<file path="config.mk">
export PLATFORM = sky130hd
export DESIGN_NAME = resampler_top
export DESIGN_NICKNAME = d
export VERILOG_FILES = /design/src/resampler_pkg.sv /design/src/zero_stuffer.sv /design/src/fir_filter.sv /design/src/rate_decimator.sv /design/src/resampler_top.sv
export SDC_FILE = /design/constraint.sdc
export NUM_CORES = 2
export LEC_CHECK = 0
export ABC_AREA = 0
export CAP_MARGIN = 20
export CORE_UTILIZATION = 65
export DETAILED_ROUTE_END_ITERATION = 10
export DONT_BUFFER_PORTS = 1
export GPL_TIMING_DRIVEN = 1
export PLACE_DENSITY = 0.93
export SYNTH_ARGS = -nofsm -noshare
export SYNTH_HDL_FRONTEND = slang
export SYNTH_SLANG_ARGS = --single-unit
</file>
<file path="constraint.sdc">
create_clock -name clk_i -period 13.8 [get_ports clk_i]
set_clock_uncertainty 0.05 [all_clocks]
set_input_delay 2.76 -clock clk_i [delete_from_list [all_inputs] [get_ports clk_i]]
set_output_delay 2.76 -clock clk_i [all_outputs]
set_load 0.005 [all_outputs]
</file>
<file path="src/resampler_pkg.sv">
// Shared sizes and constants of the two-channel resampler.
// All widths are fixed here; the RTL modules carry no parameters.
// Coefficients are small so that the sum of TAP_NUM products of a
// full-scale sample fits in ACC_WIDTH without overflow.
// Rate factors are RATE_WIDTH wide, so 1 to 15; a factor of 0 acts as 1.

package resampler_pkg;

    // channels carried side by side in one data word.
    localparam int CH_NUM = 2;

    // signed input sample width per channel.
    localparam int DATA_WIDTH = 16;

    // signed coefficient width.
    localparam int COEF_WIDTH = 18;

    // number of FIR taps.
    localparam int TAP_NUM = 8;

    // filtered word per channel, full product width.
    localparam int ACC_WIDTH = DATA_WIDTH + COEF_WIDTH;

    // width of the interpolation and decimation factor inputs.
    localparam int RATE_WIDTH = 4;

    // symmetric low-pass taps.
    // index 0 multiplies the newest sample.
    localparam logic signed [COEF_WIDTH-1:0] FIR_COEF [TAP_NUM] = '{
        18'sd1,
        -18'sd3,
        18'sd7,
        18'sd20,
        18'sd20,
        18'sd7,
        -18'sd3,
        18'sd1
    };

    // zero-stuffer FSM.
    // IDLE takes a new pair, STUFF issues the zero pairs behind it.
    typedef enum logic {
        IDLE  = 1'b0,
        STUFF = 1'b1
    } interp_state_e;

endpackage

</file>
<file path="src/zero_stuffer.sv">
// Input stage of the resampler. Takes one sample pair per handshake and
// issues it followed by interp-1 zero pairs, one item per cycle.
// interp_i is expected to stay stable while a pair is being expanded.
// A factor of 0 is handled as 1 here and nowhere else.
// While en_i is low all state holds and tready_o is low.

`timescale 1ns/1ps

module zero_stuffer
    import resampler_pkg::*;
(
    input  logic                              clk_i,
    input  logic                              rstn_i,
    input  logic                              en_i,

    input  logic                              tvalid_i,
    output logic                              tready_o,
    input  logic [CH_NUM-1:0][DATA_WIDTH-1:0] tdata_i,

    input  logic [RATE_WIDTH-1:0]             interp_i,

    output logic                              up_valid_o,
    output logic [CH_NUM-1:0][DATA_WIDTH-1:0] up_data_o
);

    interp_state_e         state;
    logic [RATE_WIDTH-1:0] factor;
    logic [RATE_WIDTH-1:0] cnt;
    logic                  accept;
    logic                  cnt_done;

    assign factor   = (interp_i == '0) ? RATE_WIDTH'(1) : interp_i;
    assign tready_o = en_i && (state == IDLE);
    assign accept   = tvalid_i && tready_o;

    // cnt holds the number of items issued for the current pair.
    assign cnt_done = (cnt >= factor - RATE_WIDTH'(1));

    always_ff @(posedge clk_i) begin
        if (!rstn_i) begin
            state      <= IDLE;
            cnt        <= '0;
            up_valid_o <= 1'b0;
        end else if (en_i) begin
            unique case (state)
                IDLE: begin
                    up_valid_o <= accept;
                    if (accept) begin
                        cnt <= RATE_WIDTH'(1);
                        if (factor > RATE_WIDTH'(1)) begin
                            state <= STUFF;
                        end
                    end
                end
                STUFF: begin
                    up_valid_o <= 1'b1;
                    if (cnt_done) begin
                        state <= IDLE;
                        cnt   <= '0;
                    end else begin
                        cnt <= cnt + RATE_WIDTH'(1);
                    end
                end
            endcase
        end
    end

    // sample on accept, zeros while stuffing.
    always_ff @(posedge clk_i) begin
        if (en_i) begin
            if (accept) begin
                up_data_o <= tdata_i;
            end else if (state == STUFF) begin
                up_data_o <= '0;
            end
        end
    end

endmodule

</file>
<file path="src/fir_filter.sv">
// Direct-form FIR low-pass, one filter per channel, fixed taps from the
// package. Latency is one cycle from valid_i to valid_o.
// Tap 0 is the incoming sample itself, so only TAP_NUM-1 older samples
// are stored. The delay line moves only on valid_i with en_i high.
// Results wrap in ACC_WIDTH, which the small coefficients never reach.

`timescale 1ns/1ps

module fir_filter
    import resampler_pkg::*;
(
    input  logic                              clk_i,
    input  logic                              rstn_i,
    input  logic                              en_i,

    input  logic                              valid_i,
    input  logic [CH_NUM-1:0][DATA_WIDTH-1:0] data_i,

    output logic                              valid_o,
    output logic [CH_NUM-1:0][ACC_WIDTH-1:0]  data_o
);

    // stored history, index 0 is the previous sample.
    logic signed [DATA_WIDTH-1:0] hist [CH_NUM][TAP_NUM-1];

    // full tap view including the live input.
    logic signed [DATA_WIDTH-1:0] taps [CH_NUM][TAP_NUM];

    logic signed [ACC_WIDTH-1:0]  mac  [CH_NUM];

    always_comb begin
        for (int c = 0; c < CH_NUM; c++) begin
            taps[c][0] = $signed(data_i[c]);
            for (int k = 1; k < TAP_NUM; k++) begin
                taps[c][k] = hist[c][k-1];
            end
        end
    end

    // multiply-accumulate at full width.
    always_comb begin
        logic signed [ACC_WIDTH-1:0] acc;
        logic signed [ACC_WIDTH-1:0] smp_ext;
        logic signed [ACC_WIDTH-1:0] coef_ext;

        acc      = '0;
        smp_ext  = '0;
        coef_ext = '0;
        for (int c = 0; c < CH_NUM; c++) begin
            acc = '0;
            for (int k = 0; k < TAP_NUM; k++) begin
                smp_ext  = ACC_WIDTH'(taps[c][k]);
                coef_ext = ACC_WIDTH'(FIR_COEF[k]);
                acc      = acc + smp_ext * coef_ext;
            end
            mac[c] = acc;
        end
    end

    always_ff @(posedge clk_i) begin
        if (!rstn_i) begin
            valid_o <= 1'b0;
            hist    <= '{default: '0};
        end else if (en_i) begin
            valid_o <= valid_i;
            if (valid_i) begin
                for (int c = 0; c < CH_NUM; c++) begin
                    for (int k = 0; k < TAP_NUM - 1; k++) begin
                        hist[c][k] <= taps[c][k];
                    end
                end
            end
        end
    end

    // result register.
    always_ff @(posedge clk_i) begin
        if (en_i && valid_i) begin
            for (int c = 0; c < CH_NUM; c++) begin
                data_o[c] <= mac[c];
            end
        end
    end

endmodule

</file>
<file path="src/rate_decimator.sv">
// Output stage. Keeps one FIR result in every decim, the first of each
// group, and registers it onto the outputs one cycle later.
// A decimation factor of 0 is handled as 1 here and nowhere else.
// tvalid_o drops while en_i is low; tdata_o holds the last kept result.

`timescale 1ns/1ps

module rate_decimator
    import resampler_pkg::*;
(
    input  logic                             clk_i,
    input  logic                             rstn_i,
    input  logic                             en_i,

    input  logic [RATE_WIDTH-1:0]            decim_i,

    input  logic                             valid_i,
    input  logic [CH_NUM-1:0][ACC_WIDTH-1:0] data_i,

    output logic                             tvalid_o,
    output logic [CH_NUM-1:0][ACC_WIDTH-1:0] tdata_o
);

    logic [RATE_WIDTH-1:0] factor;
    logic [RATE_WIDTH-1:0] cnt;
    logic                  keep;

    assign factor = (decim_i == '0) ? RATE_WIDTH'(1) : decim_i;
    assign keep   = valid_i && (cnt == '0);

    // modulo-decim count of incoming results.
    always_ff @(posedge clk_i) begin
        if (!rstn_i) begin
            cnt <= '0;
        end else if (en_i && valid_i) begin
            if (cnt >= factor - RATE_WIDTH'(1)) begin
                cnt <= '0;
            end else begin
                cnt <= cnt + RATE_WIDTH'(1);
            end
        end
    end

    always_ff @(posedge clk_i) begin
        if (!rstn_i) begin
            tvalid_o <= 1'b0;
        end else begin
            tvalid_o <= en_i && keep;
        end
    end

    always_ff @(posedge clk_i) begin
        if (en_i && keep) begin
            tdata_o <= data_i;
        end
    end

endmodule

</file>
<file path="src/resampler_top.sv">
// Two-channel sample-rate converter: zero-stuff by interp_i, FIR
// low-pass, keep one result in decim_i.
// Input uses a valid/ready handshake; the output is a plain valid strobe
// with no back-pressure, so the sink must take every result.
// Three cycles from an accepting edge to the matching tvalid_o.
// en_i low freezes the whole chain.

`timescale 1ns/1ps

module resampler_top
    import resampler_pkg::*;
(
    input  logic                              clk_i,
    input  logic                              rstn_i,
    input  logic                              en_i,

    input  logic                              tvalid_i,
    output logic                              tready_o,
    input  logic [CH_NUM-1:0][DATA_WIDTH-1:0] tdata_i,

    input  logic [RATE_WIDTH-1:0]             interp_i,
    input  logic [RATE_WIDTH-1:0]             decim_i,

    output logic                              tvalid_o,
    output logic [CH_NUM-1:0][ACC_WIDTH-1:0]  tdata_o
);

    logic                              up_valid;
    logic [CH_NUM-1:0][DATA_WIDTH-1:0] up_data;
    logic                              fir_valid;
    logic [CH_NUM-1:0][ACC_WIDTH-1:0]  fir_data;

    zero_stuffer u_stuff (
        .clk_i     (clk_i),
        .rstn_i    (rstn_i),
        .en_i      (en_i),
        .tvalid_i  (tvalid_i),
        .tready_o  (tready_o),
        .tdata_i   (tdata_i),
        .interp_i  (interp_i),
        .up_valid_o(up_valid),
        .up_data_o (up_data)
    );

    fir_filter u_fir (
        .clk_i  (clk_i),
        .rstn_i (rstn_i),
        .en_i   (en_i),
        .valid_i(up_valid),
        .data_i (up_data),
        .valid_o(fir_valid),
        .data_o (fir_data)
    );

    rate_decimator u_dec (
        .clk_i   (clk_i),
        .rstn_i  (rstn_i),
        .en_i    (en_i),
        .decim_i (decim_i),
        .valid_i (fir_valid),
        .data_i  (fir_data),
        .tvalid_o(tvalid_o),
        .tdata_o (tdata_o)
    );

endmodule

</file>
# Word-level counts from Yosys, hierarchy flattened
# Cells that the tools add are included.
# Widths: inputs -> output; s select.
totals:
  regBits: 404
  in_bits: 44
  output_inout_bits: 70
  wordCells: 87
classes:
  add_sub_neg: 18
  n_mul: 12
  n_lt_le_gt_ge: 3
  eq_ne: 1
  n_mux: 13
  bitwise_logic: 1
  reduce_logical: 13
op_table:
  columns: ["cell", "n"]
  rows:
  - ["$add 34x34->34", 10]
  - ["$mul 16x4->20 const B", 8]
  - ["$mul 16x3->19 const B", 4]
  - ["$add 34x16->34", 2]
  - ["$mux 32", 2]
  - ["$add 16x19->20", 2]
  - ["$mux 4", 5]
  - ["$logic_not 4->1", 3]
  - ["$add 4x1->4 const B", 2]
  - ["$ge 4x4->1", 2]
  - ["$pmux 4 s2", 1]
  - ["$sub 4x1->4 const B", 2]
  - ["$logic_and 1x1->1", 6]
  - ["$reduce_and 2->1", 3]
  - ["$gt 4x1->1 const B", 1]
  - ["$pmux 1 s2", 2]
  - ["$mux 1", 3]
  - ["$ne 2x1->1 const B", 1]
  - ["$reduce_bool 2->1", 1]
  - ["$not 1->1", 1]

# Logic depth before layout (Yosys ltp)
logic_depth:
  word_depth: 8
  ltp_mapped: 31
  mapped_depth_nobuf: 31

# By module
# Synthesis repeated with hierarchy kept, for this count alone.
unflattened:
  hier_cells: 3442
  hier_area_um2: 33751.1
modules_own_cells:
  columns: ["module", "instances", "cells_per_inst", "area_per_inst_um2", "seq_area_each_um2"]
  rows:
  - ["fir_filter", 1, 3206, 29671.0, 6336.1]
  - ["rate_decimator", 1, 108, 2436.1, 2142.1]
  - ["zero_stuffer", 1, 128, 1644.1, 1081.0]

# Least setup slack after synthesis
# OpenSTA, ideal clock, no wires.
synth_timing:
  path_type: "input -> register"
  startpoint: "input en_i"
  endpoint: "register u_dec.tdata_o[0] in the netlist's numbering, enable pin"
  setup_ps: 688
  t_arrival_ps: 10200
  required_time_ps: 13062
  path_slack_ps: 2862
  cell_stages: 3
  n_path_buf: 1
  path_cell_list: "clkbuf_1 -> nand2_1 -> nor4b_1"
synth_between:
  elab_chain_cells: 1
synth_rtl:
  columns: ["element", "line", "source"]
  rows:
  - ["from (decl)", "resampler_top.sv:15", "input logic en_i,"]
  - ["$logic_and 1x1->1", "rate_decimator.sv:53", "if (en_i && keep) begin"]
  - ["to (signal assigned)", "rate_decimator.sv:54", "tdata_o <= data_i;"]
  - ["to (decl)", "rate_decimator.sv:21", "output logic [CH_NUM-1:0][ACC_WIDTH-1:0] tdata_o"]
# No other way between the ends.
# A chain may end at the register's enable or synchronous reset.

==> results.tsv <==
stage	metric	value	unit
floorplan	die_x	242	um
layout	seq_area	9770	um2
clock_tree	clk-insertion-delay-late	610	ps
routing	vias	28400	
routing	ant_nets	0	
place	dp_slack	5760	ps
layout	drive_gt1_share	2.64	%
layout	nNetsFinal	4965	
outcome	status	completed	
yosys	synth_warnings	0	
floorplan	rows	87	
place	dp_cells	4804	
clock_tree	cts_made_buffers	47	
routing	wl_per_cell	17.2	um
place	hpwl	63900	um
yosys	avgSynthCellArea	9.09	um2
sta	drv_slew	0	
clock_tree	path_clk_slew	60	ps
routing	firstDrtPassIters	6	
setup_path	start_kind	register	
floorplan	ios	114	
yosys	netlist_area	37600	um2
layout	final_cells	4892	
min_path	hold_end	u_dec.tdata_o[14]$_DFFE_PP_	
min_path	hold_path.class	register to register	
setup_path	cp_max_fo	7	
yosys	ys_seq_area_share	26.0	%
clock_tree	cts-root-buf	clkbuf_16	
min_path	worstHoldStart	u_fir.data_o[14]$_DFFE_PP_	
sta	finalHoldViolCount	0	
yosys	ys_types	71	
routing	drt-total-wl	84000	um
setup_path	critPathKind	register to register	
clock_tree	cts_sinks	404	
yosys	synthArstFlopShare	0	%
place	io_buffers	0	
setup_path	cp.required	14100	ps
grt	grt_pass1_wl	138000	um
sta	post-route-period-util	58.4	%
clock_tree	ctsLongestPathBuffers	3	
setup_path	critPathMostFrequentCell	inv_1	
power_and_ir_drop	ir_drop	0.107	mV
layout	fillers	3801	
yosys	synth-edff-count	168	
grt	first_global_vias	28400	
setup_path	r2r_end	u_fir.data_o[59]$_DFFE_PP_	
sta	tns	0	ps
power_and_ir_drop	total_power	3.56	mW
setup_path	cp.arrival	8360	ps
setup_path	r2r_slack	5740	ps
yosys	syn-instance-count	4130	
layout	multi_input_area	24400	um2
grt	gr-total-overflow	0	
place	gp_congestion	0.988	
flow_run	cap_violations	0	
power_and_ir_drop	leakage	18.9	nW
routing	drtIter0Drc	2276	
grt	track_usage	28.6	%
floorplan	design.die.area	58700	um2
sta	min_period	8060	ps
grt	antenna_found_initial	2	
floorplan	coreArea	56700	um2
sta	fmax	0.124	GHz
yosys	ys_ff_latch	404	
setup_path	r2r_cells	27	
grt	grt_max_degree	234	
sta	rsz0062_at_grt	false	
sta	max_slew_margin	27.1	%
setup_path	rr_startpoint	u_fir.hist[102]$_SDFFE_PN0P_	
clock_tree	cts_tree	done	
floorplan	die_y	242	um
min_path	min_delay_path_depth	0	
setup_path	worst_path_largest_cell_delay	700	ps
sta	setup_ws	5740	ps
sta	setup_viol	0	
routing	viasPerCell	5.80	
setup_path	endpoint_kind	register	
clock_tree	cts.repair.resized	0	
layout	areaGrowthSynthToFinish	6.15	%
floorplan	start_util	66.2	%
routing	drc	0	
clock_tree	cts_hold_buffers	0	
clock_tree	postCtsSetupRepairBufs	0	
yosys	syn_nets	4998	
setup_path	critical_path.slowest_cell	xnor2_1	
yosys	ys.flop_type	dfxtp_1	
clock_tree	htreeDepth	2	
sta	worstMarginPinSlew	1090	ps
power_and_ir_drop	power_density	89.3	nW/um2
power breakdown:
part	total, mW	internal [mW]	switching [mW]
combinational	0.945	0.360	0.586
sequential	1.31	1.29	0.0139
clock	1.31	0.769	0.537
worst max-delay path by stage:
stage	start	end	slack [ps]	cells past startpoint
4_1_cts	u_fir.hist[102]$_SDFFE_PN0P_	u_fir.data_o[59]$_DFFE_PP_	5750	27
6_report	u_fir.hist[102]$_SDFFE_PN0P_	u_fir.data_o[59]$_DFFE_PP_	5740	27
3_5_place_dp	u_fir.hist[102]$_SDFFE_PN0P_	u_fir.data_o[59]$_DFFE_PP_	5760	27
5_1_grt	u_fir.hist[102]$_SDFFE_PN0P_	u_fir.data_o[59]$_DFFE_PP_	5260	27
2_1_floorplan	en_i	u_dec.tdata_o[0]$_DFFE_PP_	2860	3
3_3_place_gp	u_fir.hist[102]$_SDFFE_PN0P_	u_fir.data_o[59]$_DFFE_PP_	5980	27
cell usage after synthesis (11+ instances only):
cell | number | area share (%)
a211o_1 | 11 | 0.26
a211oi_1 | 21 | 0.42
a21boi_0 | 235 | 4.7
a21o_1 | 78 | 1.6
a21oi_1 | 166 | 2.2
a31oi_1 | 20 | 0.33
and2_1 | 14 | 0.23
and3_1 | 41 | 0.68
clkbuf_1 | 83 | 0.83
dfxtp_1 | 236 | 13
edfxtp_1 | 168 | 13
fa_1 | 318 | 17
ha_1 | 506 | 17
inv_1 | 812 | 8.1
nand2_1 | 554 | 5.5
nand2b_1 | 40 | 0.67
nand3_1 | 42 | 0.56
nand4_1 | 14 | 0.23
nor2_1 | 130 | 1.3
nor2b_1 | 34 | 0.57
nor3_1 | 37 | 0.49
o211ai_1 | 20 | 0.40
o21a_1 | 43 | 0.86
o21ai_0 | 118 | 1.6
o21bai_1 | 12 | 0.24
o31ai_1 | 11 | 0.22
or2_2 | 11 | 0.18
or3_1 | 14 | 0.23
xnor2_1 | 135 | 3.1
xor2_1 | 70 | 1.6
cells in the final DEF (no fill, tap or decap), types with 11 or more instances in the layout:
| master | instances |
|---|---|
| edfxtp_1 | 168 |
| or2_2 | 11 |
| o21ai_0 | 118 |
| a211o_1 | 11 |
| nand2_1 | 553 |
| a21boi_0 | 235 |
| or3_1 | 14 |
| o21bai_1 | 12 |
| xor2_1 | 70 |
| o211ai_1 | 20 |
| nor3_1 | 37 |
| o31ai_1 | 11 |
| a21o_1 | 78 |
| nand2b_1 | 40 |
| nor2b_1 | 34 |
| and2_1 | 14 |
| and3_1 | 41 |
| dfxtp_1 | 236 |
| o21a_1 | 43 |
| xnor2_1 | 135 |
| inv_1 | 812 |
| fa_1 | 318 |
| a21oi_1 | 166 |
| nand4_1 | 14 |
| nand3_1 | 42 |
| nor2_1 | 129 |
| ha_1 | 506 |
| a211oi_1 | 21 |
| a31oi_1 | 20 |
| clkbuf_16 | 48 |
state kept, by name, indices dropped and copies added, names as in the netlist:
name / cells
u_dec.cnt: 4
u_dec.tdata_o: 68
u_dec.tvalid_o: 1
u_fir.data_o: 68
u_fir.hist: 224
u_fir.valid_o: 1
u_stuff.cnt: 4
u_stuff.state: 1
u_stuff.up_data_o: 32
u_stuff.up_valid_o: 1
metal layers:
metal | up-vias | GRT usage (%) | routed length (um)
met5 | - | 0 | 10
met4 | 2 | 6.37 | 1610
met3 | 153 | 5.04 | 6870
met2 | 1047 | 48.5 | 40200
met1 | 13700 | 38.3 | 35300
li1 | 13500 | - | -
area by class of cell:
class / count / area share (%)
Tap cell: 756 / 2.37
Timing Repair Buffer: 8 / 0.151
Antenna cell: 1 / 0.00628
Clock inverter: 28 / 0.888
Clock buffer: 59 / 3.17
Multi-Input combinational cell: 2823 / 61.2
Sequential cell: 404 / 24.5
Inverter: 813 / 7.67
cell families after synthesis:
| kind of cell | synth area share (%) |
|---|---|
| buf+inv | 9.03 |
| simple gates | 11.6 |
| xor+xnor | 4.78 |
| mux | 0.163 |
| compound gates | 14.6 |
| flops | 26.0 |
| fa+ha+maj | 33.8 |
stage by stage:
stage	utilization [%]	hold WS, ps	cell area [um2]
2_1_floorplan	-	350	37600
3_3_place_gp	67.4	350	38200
3_5_place_dp	67.4	357	38200
4_1_cts	70.3	360	39900
5_1_grt	70.3	375	39900
6_report	70.3	355	39900
critical path: cells and delay by family (launching register included):
family / cells / cell delay [ps]
XOR/XNOR: 1 / 700
flip-flops: 1 / 370
AO/OA/AOI/OAI: 10 / 2210
buffers and inverters: 6 / 330
AND/OR/NAND/NOR: 1 / 210
adder cells (fa/ha/maj): 9 / 3930
No activity file was read; power rests on OpenSTA's default activity.
